`src/design/resolver_pkg.sv`:
```
package resolver_pkg;

    // One position or velocity sample from the converter
    typedef logic [15:0] resolver_value_t;

    // Contents of the converter fault register
    typedef logic [7:0] resolver_fault_t;

    // The raw serial word carries the value in the upper 16 bits and the faults in the lower 8
    typedef logic [23:0] resolver_word_t;

    // The read kind is also the A1:A0 address that selects the converter output
    typedef enum logic [1:0] {
        read_angle = 2'b00,
        read_speed = 2'b01
    } read_kind_t;

    typedef enum logic [2:0] {
        idle,
        sample_low,
        settle,
        shift,
        done
    } reader_state_t;

endpackage

```
`src/design/read_trigger_gen.sv`:
```
`timescale 1ns/10ps

module read_trigger_gen #(
    parameter int TRIGGER_PERIOD = 200,
    parameter int SPEED_RATIO = 4
) (
    input  logic clock,
    input  logic reset,
    input  logic enable,
    output logic angle_request,
    output logic speed_request
);

    localparam int PERIOD_WIDTH = (TRIGGER_PERIOD > 1) ? $clog2(TRIGGER_PERIOD) : 1;
    localparam int RATIO_WIDTH = (SPEED_RATIO > 1) ? $clog2(SPEED_RATIO) : 1;
    localparam logic [PERIOD_WIDTH-1:0] PERIOD_LAST = PERIOD_WIDTH'(TRIGGER_PERIOD - 1);
    localparam logic [RATIO_WIDTH-1:0] RATIO_LAST = RATIO_WIDTH'(SPEED_RATIO - 1);

    logic [PERIOD_WIDTH-1:0] period_count;
    logic [RATIO_WIDTH-1:0] ratio_count;

    always_ff @(posedge clock) begin
        if (!reset || !enable) begin
            // Dropping enable restarts both counters so the next run starts a full period out
            period_count <= '0;
            ratio_count <= '0;
            angle_request <= 1'b0;
            speed_request <= 1'b0;
        end else begin
            angle_request <= 1'b0;
            speed_request <= 1'b0;
            if (period_count == PERIOD_LAST) begin
                period_count <= '0;
                angle_request <= 1'b1;
                // The speed request lands on the same cycle as every SPEED_RATIO-th angle request
                if (ratio_count == RATIO_LAST) begin
                    ratio_count <= '0;
                    speed_request <= 1'b1;
                end else begin
                    ratio_count <= ratio_count + 1'b1;
                end
            end else begin
                period_count <= period_count + 1'b1;
            end
        end
    end

endmodule

```
`src/design/ad2s1210_reader.sv`:
```
`timescale 1ns/10ps

module ad2s1210_reader #(
    parameter int SCLK_HALF = 2,
    parameter int SAMPLE_CYCLES = 4
) (
    input  logic                          clock,
    input  logic                          reset,
    input  logic                          angle_request,
    input  logic                          speed_request,
    input  logic                          sdo,
    output logic                          sample,
    output resolver_pkg::read_kind_t      addr,
    output logic                          ss,
    output logic                          sclk,
    output logic                          result_valid,
    output resolver_pkg::resolver_value_t result_value,
    output resolver_pkg::resolver_fault_t result_fault,
    output resolver_pkg::read_kind_t      result_kind
);

    localparam int WORD_BITS = $bits(resolver_pkg::resolver_word_t);
    localparam int FAULT_BITS = $bits(resolver_pkg::resolver_fault_t);
    localparam int COUNT_WIDTH = $clog2(WORD_BITS);
    localparam int TIMER_MAX = (SAMPLE_CYCLES > SCLK_HALF) ? SAMPLE_CYCLES : SCLK_HALF;
    localparam int TIMER_WIDTH = (TIMER_MAX > 1) ? $clog2(TIMER_MAX) : 1;
    localparam logic [TIMER_WIDTH-1:0] SAMPLE_LAST = TIMER_WIDTH'(SAMPLE_CYCLES - 1);
    localparam logic [TIMER_WIDTH-1:0] HALF_LAST = TIMER_WIDTH'(SCLK_HALF - 1);
    localparam logic [COUNT_WIDTH-1:0] BIT_LAST = COUNT_WIDTH'(WORD_BITS - 1);

    resolver_pkg::reader_state_t state;
    resolver_pkg::read_kind_t kind;
    resolver_pkg::resolver_word_t shift_word;
    logic angle_pending;
    logic speed_pending;
    logic [TIMER_WIDTH-1:0] timer;
    logic [COUNT_WIDTH-1:0] bit_count;
    logic half_done;
    logic capture;

    assign half_done = (timer == HALF_LAST);

    // A bit is taken at the end of each sclk high phase, which is before the
    // converter moves to the next bit on the falling edge. The first high phase
    // follows the fall of ss, where the MSB is already on sdo
    assign capture = (state == resolver_pkg::shift) && half_done && sclk;

    always_ff @(posedge clock) begin
        if (!reset) begin
            state <= resolver_pkg::idle;
            kind <= resolver_pkg::read_angle;
            angle_pending <= 1'b0;
            speed_pending <= 1'b0;
            timer <= '0;
            bit_count <= '0;
            sample <= 1'b1;
            addr <= resolver_pkg::read_angle;
            ss <= 1'b1;
            sclk <= 1'b1;
            result_valid <= 1'b0;
        end else begin
            // Requests that arrive during a read wait here until the FSM is idle
            angle_pending <= angle_pending | angle_request;
            speed_pending <= speed_pending | speed_request;
            result_valid <= 1'b0;

            case (state)
                resolver_pkg::idle: begin
                    timer <= '0;
                    if (angle_pending || speed_pending) begin
                        sample <= 1'b0;
                        state <= resolver_pkg::sample_low;
                        // Angle reads take priority when both are waiting
                        if (angle_pending) begin
                            kind <= resolver_pkg::read_angle;
                            angle_pending <= angle_request;
                        end else begin
                            kind <= resolver_pkg::read_speed;
                            speed_pending <= speed_request;
                        end
                    end
                end
                resolver_pkg::sample_low: begin
                    if (timer == SAMPLE_LAST) begin
                        timer <= '0;
                        sample <= 1'b1;
                        addr <= kind;
                        state <= resolver_pkg::settle;
                    end else begin
                        timer <= timer + 1'b1;
                    end
                end
                resolver_pkg::settle: begin
                    if (half_done) begin
                        timer <= '0;
                        bit_count <= '0;
                        ss <= 1'b0;
                        state <= resolver_pkg::shift;
                    end else begin
                        timer <= timer + 1'b1;
                    end
                end
                resolver_pkg::shift: begin
                    if (half_done) begin
                        timer <= '0;
                        if (!sclk) begin
                            sclk <= 1'b1;
                        end else if (bit_count == BIT_LAST) begin
                            // Last bit taken, so sclk stays at its idle level
                            state <= resolver_pkg::done;
                        end else begin
                            sclk <= 1'b0;
                            bit_count <= bit_count + 1'b1;
                        end
                    end else begin
                        timer <= timer + 1'b1;
                    end
                end
                resolver_pkg::done: begin
                    ss <= 1'b1;
                    result_valid <= 1'b1;
                    state <= resolver_pkg::idle;
                end
                default: begin
                    state <= resolver_pkg::idle;
                end
            endcase
        end
    end

    always_ff @(posedge clock) begin
        if (capture) begin
            shift_word <= {shift_word[WORD_BITS-2:0], sdo};
        end
        if (state == resolver_pkg::done) begin
            result_value <= shift_word[WORD_BITS-1:FAULT_BITS];
            result_fault <= shift_word[FAULT_BITS-1:0];
            result_kind <= kind;
        end
    end

endmodule

```
`src/design/sample_router.sv`:
```
`timescale 1ns/10ps

module sample_router (
    input  logic                          clock,
    input  logic                          reset,
    input  logic                          result_valid,
    input  resolver_pkg::resolver_value_t result_value,
    input  resolver_pkg::resolver_fault_t result_fault,
    input  resolver_pkg::read_kind_t      result_kind,
    output logic                          angle_valid,
    output resolver_pkg::resolver_value_t angle_value,
    output resolver_pkg::resolver_fault_t angle_fault,
    output logic                          angle_overrun,
    input  logic                          angle_ready,
    output logic                          speed_valid,
    output resolver_pkg::resolver_value_t speed_value,
    output resolver_pkg::resolver_fault_t speed_fault,
    output logic                          speed_overrun,
    input  logic                          speed_ready
);

    logic angle_load;
    logic speed_load;

    assign angle_load = result_valid && (result_kind == resolver_pkg::read_angle);
    assign speed_load = result_valid && (result_kind == resolver_pkg::read_speed);

    // A new result replaces an item that was not taken, and the loss is recorded
    // in the sticky overrun flag of that stream
    always_ff @(posedge clock) begin
        if (!reset) begin
            angle_valid <= 1'b0;
            angle_overrun <= 1'b0;
            speed_valid <= 1'b0;
            speed_overrun <= 1'b0;
        end else begin
            if (angle_load) begin
                angle_valid <= 1'b1;
                if (angle_valid && !angle_ready) begin
                    angle_overrun <= 1'b1;
                end
            end else if (angle_ready) begin
                angle_valid <= 1'b0;
            end

            if (speed_load) begin
                speed_valid <= 1'b1;
                if (speed_valid && !speed_ready) begin
                    speed_overrun <= 1'b1;
                end
            end else if (speed_ready) begin
                speed_valid <= 1'b0;
            end
        end
    end

    always_ff @(posedge clock) begin
        if (angle_load) begin
            angle_value <= result_value;
            angle_fault <= result_fault;
        end
        if (speed_load) begin
            speed_value <= result_value;
            speed_fault <= result_fault;
        end
    end

endmodule

```
`src/design/resolver_top.sv`:
```
`timescale 1ns/10ps

module resolver_top #(
    parameter int TRIGGER_PERIOD = 200,
    parameter int SPEED_RATIO = 4,
    parameter int SCLK_HALF = 2,
    parameter int SAMPLE_CYCLES = 4
) (
    input  logic                          clock,
    input  logic                          reset,
    input  logic                          enable,
    input  logic                          sdo,
    output logic                          sample,
    output resolver_pkg::read_kind_t      addr,
    output logic                          ss,
    output logic                          sclk,
    output logic                          angle_valid,
    input  logic                          angle_ready,
    output resolver_pkg::resolver_value_t angle_value,
    output resolver_pkg::resolver_fault_t angle_fault,
    output logic                          angle_overrun,
    output logic                          speed_valid,
    input  logic                          speed_ready,
    output resolver_pkg::resolver_value_t speed_value,
    output resolver_pkg::resolver_fault_t speed_fault,
    output logic                          speed_overrun
);

    logic angle_request;
    logic speed_request;
    logic result_valid;
    resolver_pkg::resolver_value_t result_value;
    resolver_pkg::resolver_fault_t result_fault;
    resolver_pkg::read_kind_t result_kind;

    read_trigger_gen #(
        .TRIGGER_PERIOD(TRIGGER_PERIOD),
        .SPEED_RATIO(SPEED_RATIO)
    ) trigger_gen_i (
        .clock(clock),
        .reset(reset),
        .enable(enable),
        .angle_request(angle_request),
        .speed_request(speed_request)
    );

    // The converter cannot be stalled, so results flow to the router without a ready
    ad2s1210_reader #(
        .SCLK_HALF(SCLK_HALF),
        .SAMPLE_CYCLES(SAMPLE_CYCLES)
    ) reader_i (
        .clock(clock),
        .reset(reset),
        .angle_request(angle_request),
        .speed_request(speed_request),
        .sdo(sdo),
        .sample(sample),
        .addr(addr),
        .ss(ss),
        .sclk(sclk),
        .result_valid(result_valid),
        .result_value(result_value),
        .result_fault(result_fault),
        .result_kind(result_kind)
    );

    sample_router router_i (
        .clock(clock),
        .reset(reset),
        .result_valid(result_valid),
        .result_value(result_value),
        .result_fault(result_fault),
        .result_kind(result_kind),
        .angle_valid(angle_valid),
        .angle_value(angle_value),
        .angle_fault(angle_fault),
        .angle_overrun(angle_overrun),
        .angle_ready(angle_ready),
        .speed_valid(speed_valid),
        .speed_value(speed_value),
        .speed_fault(speed_fault),
        .speed_overrun(speed_overrun),
        .speed_ready(speed_ready)
    );

endmodule

```
`config.mk`:
```
export PLATFORM = sky130hd
export DESIGN_NAME = resolver_top
export DESIGN_NICKNAME = d
export VERILOG_FILES = /design/src/design/resolver_pkg.sv /design/src/design/read_trigger_gen.sv /design/src/design/ad2s1210_reader.sv /design/src/design/sample_router.sv /design/src/design/resolver_top.sv
export SDC_FILE = /design/constraint.sdc
export NUM_CORES = 1
export LEC_CHECK = 0
export BUFFER_PORTS_ARGS = -buffer_cell sky130_fd_sc_hd__buf_2
export CAP_MARGIN = 20
export CORE_MARGIN = 2
export CORE_UTILIZATION = 26
export CTS_BUF_LIST = sky130_fd_sc_hd__clkbuf_8
export DETAILED_ROUTE_END_ITERATION = 6
export GPL_ROUTABILITY_DRIVEN = 0
export PLACE_DENSITY = 0.46
export SYNTH_ARGS = -nofsm -noshare
export SYNTH_HDL_FRONTEND = slang
export SYNTH_SLANG_ARGS = --single-unit
```
`constraint.sdc`:
```
create_clock -name clock -period 9.1 [get_ports clock]
set_input_delay 0 -clock clock [delete_from_list [all_inputs] [get_ports clock]]
set_output_delay 0 -clock clock [all_outputs]
set_load 0.005 [all_outputs]
```
; ---- After elaboration in Yosys (flattened, before gate mapping)
; Cells that the tools add are included.
[word_totals]
ff_bits = 134
word_cells = 120
[op_classes]
addsub = 4
eq_ne = 17
mux = 37
bitwise = 3
n_reduce_logical = 32
[ops]
columns = op, n
row1 = 5-bit two-way mux, 4
row2 = 1-bit two-way mux, 19
row3 = 3-bit two-way mux, 6
row4 = 3-bit one-hot mux with 4 select lines, 1
row5 = 2-bit AND reduction, 6
row6 = 2-bit by 1-bit != test with 1-bit output (second input constant), 5
row7 = 5-bit one-hot mux with 2 select lines, 1
row8 = 2-bit nonzero test, 5
row9 = 8-bit by 1-bit adder with 8-bit output (second input constant), 1
row10 = 8-bit equality test (second input constant), 1
row11 = 3-bit by 2-bit equality test with 1-bit output (second input constant), 2
row12 = 1-bit logical AND, 6
row13 = 2-bit two-way mux, 3
row14 = 2-bit one-hot mux with 3 select lines, 1
row15 = 6-bit AND reduction, 1
row16 = 2-bit OR reduction, 3
row17 = 5-bit by 1-bit adder with 5-bit output (second input constant), 1
row18 = 5-bit equality test (second input constant), 1
row19 = 5-bit AND reduction, 1
row20 = 2-bit by 1-bit adder with 2-bit output (second input constant), 2
row21 = 2-bit by 1-bit equality test with 1-bit output (second input constant), 2
row22 = 2-bit equality test (second input constant), 2
row23 = 1-bit logical NOT, 4
row24 = 2-bit != test (second input constant), 2
row25 = other kinds (10), 13

; ---- Depth between registers and ports, before layout
[depth]
word_depth = 5
depth_mapped = 6

; ---- By module
; Synthesis repeated with hierarchy kept, for this count alone.
[unflattened]
hier_cells = 271
hier_area_um2 = 4451.8
[by_module_without_submodules]
columns = module, instances, cells_per_inst, area_each_um2
row1 = ad2s1210_reader, 1, 154, 2368.5
row2 = sample_router, 1, 64, 1605.3
row3 = read_trigger_gen, 1, 53, 478.0

; ---- Least setup slack after synthesis
; No wires, ideal clock.
[synth_timing]
path_type = register -> register
start = reg reader_i.state[2]
end = reg reader_i.result_fault[0], enable pin
setup_ns = 0.438
arrival_time_ns = 2.489
path_slack_ns = 6.173
stages_incl_launch_ff = 4
path_buffers = 1
synth_period_minus_slack_ns = 2.927
path_cell_list = dfxtp_1 > clkbuf_1 > inv_1 > nor3_1
[synth_via]
elab_chain_cells = 1
[synth_rtl]
columns = element, line_no
row1 = "start, declared", ad2s1210_reader.sv:31  ; resolver_pkg::reader_state_t state;
row2 = "start signal, assigned", ad2s1210_reader.sv:50  ; state <= resolver_pkg::idle;
row3 = "start signal, assigned", ad2s1210_reader.sv:72  ; state <= resolver_pkg::sample_low;
row4 = "start signal, assigned", ad2s1210_reader.sv:88  ; state <= resolver_pkg::settle;
row5 = 3-bit equality test, ad2s1210_reader.sv:135  ; if (state == resolver_pkg::done) begin
row6 = "end signal, assigned", ad2s1210_reader.sv:137  ; result_fault <= shift_word[FAULT_BITS-1:0];
row7 = "end, declared", ad2s1210_reader.sv:18  ; output resolver_pkg::resolver_fault_t result_fault,
; Every way passes these cells.
; A chain may end at the register's enable or synchronous reset.

; ---- Worst setup path in the final report
[layout_timing]
start = reg reader_i.timer[0]
end = reg reader_i.shift_word[0], enable pin
[layout_via]
elab_chain_cells = 3
[layout_rtl]
columns = element, line_no
row1 = "start, declared", ad2s1210_reader.sv:36  ; logic [TIMER_WIDTH-1:0] timer;
row2 = "start signal, assigned", ad2s1210_reader.sv:90  ; timer <= timer + 1'b1;
row3 = "start signal, assigned", ad2s1210_reader.sv:100  ; timer <= timer + 1'b1;
row4 = "start signal, assigned", ad2s1210_reader.sv:116  ; timer <= timer + 1'b1;
row5 = 2-bit by 1-bit equality test with 1-bit output, ad2s1210_reader.sv:41  ; assign half_done = (timer == HALF_LAST);
row6 = 1-bit logical AND (2 in a row), ad2s1210_reader.sv:46  ; assign capture = (state == resolver_pkg::shift) && half_done && sclk;
row7 = named net reader_i.capture, ad2s1210_reader.sv:39  ; logic capture;
row8 = "end signal, assigned", ad2s1210_reader.sv:133  ; shift_word <= {shift_word[WORD_BITS-2:0], sdo};
row9 = "end, declared", ad2s1210_reader.sv:33  ; resolver_pkg::resolver_word_t shift_word;
; The timed path passes the listed nets, and every way through them passes these cells.

==> out/qor.txt <==
M2 GR Usage: 0.133
Wire length per cell: 12.6 microns
Clk slew on worst S/H paths: 0.07 ns
Drt first pass iters: 4
Arrival time worst endpoint: 2.22 ns
Slew at the pin closest to its max-slew limit: 0.507 ns
Sequential Power Share: 0.545
Die footprint: 18100 sq um
Clock root buffer: clkbuf_8
Gr busiest metal: met2
FMAX: 0.482 GHz
Horiz. Die Dim: 135 microns
Net Sw Frac: 0.198
Slowest-stage cell, CP: nor2_2
Setup slack on the worst flop-to-flop path: 7.02 ns
Avg Synthesized Cell Area: 16.2 sq um
CP required: 9.24 ns
Setup violations, final: 0
Max stage delay on crit path: 0.42 ns
Power per cell area: 210 nW/um^2
# IOs: 63
Commonest non-fill, non-tap cell in the layout: edfxtp_1
Critical Path Start: reader_i.timer[0]
Post-DRT Antenna Nets: 0
Fraction of synthesized area in multiplexers: 0.00451
Met1 usage: 0.109
Dpl cells: 550
Slew Limit Fails: 0
Global route overflow: 0
CP Capture Type: flop
Hold_sp: sdo
Synth top area share: 0.656
Row Count: 47
Syn Nets: 286
Reg2reg path depth: 5
Layout area overhead: 25.3%
Post-Synth Simple-Gate Area: 0.0941
MaxCap Viol Count: 0
CTS H-tree depth: 4
Critical path depth: 5
Int Pwr: 0.938 mW
Crit path capture: reader_i.shift_word[0]
Yosys reg bits: 131
Final Critical Period: 2.08 ns
Sequential-to-total area share from yosys stat: 0.809
Clk network pwr share: 0.440
Switching power: 0.232 mW
Setup Buffers After CTS: 0
Post-Syn Area: 4440 sq um
Peak VDD IR: 0.0913 mV
Area leader, netlist: edfxtp_1
Syn. warnings: 0
Pre-CTS setup slack: 7.00 ns
Vias in the first global route: 2403
Post-Synth XOR/XNOR Area: 0.00986
Max Root-Sink Buffers: 2
ANT cells: 0
Worst hold-check path type: in -> reg
Dpl hpwl: 4700 microns
Share of post-route cells with drive strength above 1: 0.271
Crit Path Max Fanout: 17
Nets: 368
Max_slew headroom: 0.662
Crit-path cells: ha_1, nand2_1, or3_4, nor2_2, buf_16
RSZ-0062 raised after global routing: false
Most frequent cells in the layout: edfxtp_1, buf_2, dfxtp_1, nand2_1, clkbuf_8
Dominant cells by area after synthesis: edfxtp_1, dfxtp_1, ha_1, nand2_1, nor2_1
Lkg Pwr: 1.98 nW
Worst hold margin: 0.335 ns
WP buf/inv: 1
Worst-skew pair later-pin latency: 0.43 ns
Worst flop-to-flop path startpoint: reader_i.timer[0]
Met3 Track Usage GR: 0.0375
Vias/cell: 4.02
Cts bufs inserted: 17
Share of power burned in combinational logic: 0.014
Hold buffers post-CTS: 5
Compound-Gate Fraction of Synth Area: 0.0496
Final worst slack: 7.02 ns
Fin. Hold Viols: 0
I/O Buffers: 61
Sink Count: 131
Tcrit/Tclk final: 0.228
Post-Synth Adder-Cell Area: 0.0169
Non-filler instance count after layout: 589
Post-Syn Instances: 274
DRC Markers: 0
DRT Wirelength: 7410 microns
Via count: 2369
Top cell family by delay on the critical path: simple AND/OR/NAND/NOR gates
CTS tree: yes
Drt initial violations: 120
Initial Util: 0.267
Die Y: 135 microns
Core Footprint: 16600 sq um
Synth unique cells: 41
Crit Reg-Reg Endpoint: reader_i.shift_word[0]
Worst Setup Start Kind: flop
Setup tns final: 0 ns
Cts repair resizes: 0
Worst Skew: 0.0150 ns
Antenna violations before repair: 0
GRT Total Usage: 0.0891
First-pass GRT wire length: 12100 microns
Largest net degree at the start of global routing: 28
Largest family of logic cells by synthesized area: simple AND/OR/NAND/NOR gates
CP Class: reg -> reg
Pwr Total: 1.17 mW
Run status: finished, final reports clean
-- cell usage after synthesis (all sizes together) --
cell type  count
a21o           2
inv            9
o21ai          6
ha             6
xor2           3
nor4b          1
and3b          1
or3            3
edfxtp        97
a21boi         5
a21oi          8
nand4b         2
nor3           3
dfxtp         34
or2            1
conb           1
xnor2          2
and2           4
o21a           5
nand4          3
o211ai         2
nand2         20
or4            1
nand2b         4
and3           3
nor2          17
buf            2
nand3          8
clkbuf         5
and4b          1
mux2i          2
nor2b          4
o22ai          3
o311ai         1
o211a          1
a31oi          1
nand3b         3
-- cell families (layout without fill, tap and decap cells) --
| kind of cell | count (synthesis) | count (layout) |
|---|---|---|
| flip-flops | 131 | 131 |
| multiplexers | 2 | 2 |
| buffers and inverters | 16 | 111 |
| XOR/XNOR | 5 | 5 |
| other | 1 | 1 |
| AO/OA/AOI/OAI | 34 | 34 |
| adder cells (fa/ha/maj) | 6 | 6 |
| AND/OR/NAND/NOR | 79 | 79 |
-- layout make-up --
cell class | count | area [sq um]
Clock buffer | 17 | 234
Tap cell | 220 | 275
Timing Repair Buffer | 70 | 445
Multi-Input combinational cell | 127 | 788
Sequential cell | 131 | 3590
Inverter | 9 | 33.8
Clock inverter | 15 | 191
Fill cell | 1663 | 11100
-- routing by layer --
metal / wire, microns / share of wire / vias up
met5: 0 / 0 / -
met4: 176 / 0.024 / 0
met3: 513 / 0.069 / 15
met2: 3300 / 0.45 / 75
met1: 3420 / 0.46 / 1112
li1: - / - / 1167
-- flip-flops by register name, indices dropped and copies added (netlist names), 2 cells and up --
register / cells
router_i.angle_value: 16
trigger_gen_i.ratio_count: 2
reader_i.timer: 2
reader_i.state: 3
reader_i.bit_count: 5
reader_i.shift_word: 24
router_i.angle_fault: 8
reader_i.result_fault: 8
reader_i.result_value: 16
trigger_gen_i.period_count: 8
router_i.speed_fault: 8
router_i.speed_value: 16
-- stage by stage --
stage	util	area, sq um
5_1_grt	0.334	5560
2_1_floorplan	-	4440
3_3_place_gp	0.301	5000
6_report	0.334	5560
3_5_place_dp	0.302	5030
4_1_cts	0.331	5510
-- power by group through the flow --
stage / registers [mW] / clock network (mW) / logic, mW
after floorplan: 0.648 / 0 / 0.0136
after global routing: 0.638 / 0.561 / 0.0199
final: 0.638 / 0.515 / 0.0169
after detailed placement: 0.651 / 0 / 0.0156
after global placement: 0.650 / 0 / 0.0155
after CTS: 0.637 / 0.531 / 0.0173
-- how the worst min path moves through the flow --
stage               cells past startpoint                      to
finish                                  2  reader_i.shift_word[0]
global route                            2  reader_i.shift_word[0]
CTS                                     2  reader_i.shift_word[0]
detailed placement                      1  reader_i.shift_word[0]
global placement                        1  reader_i.shift_word[0]
floorplan                               0  reader_i.shift_word[0]
-- worst register-to-register path, delay by kind of cell (launching register included) --
kind	cells	cell delay, ns
simple gates	3	0.93
flops	1	0.40
buf+inv	1	0.22
fa+ha+maj	1	0.24
(Power assumes the default switching activity.)
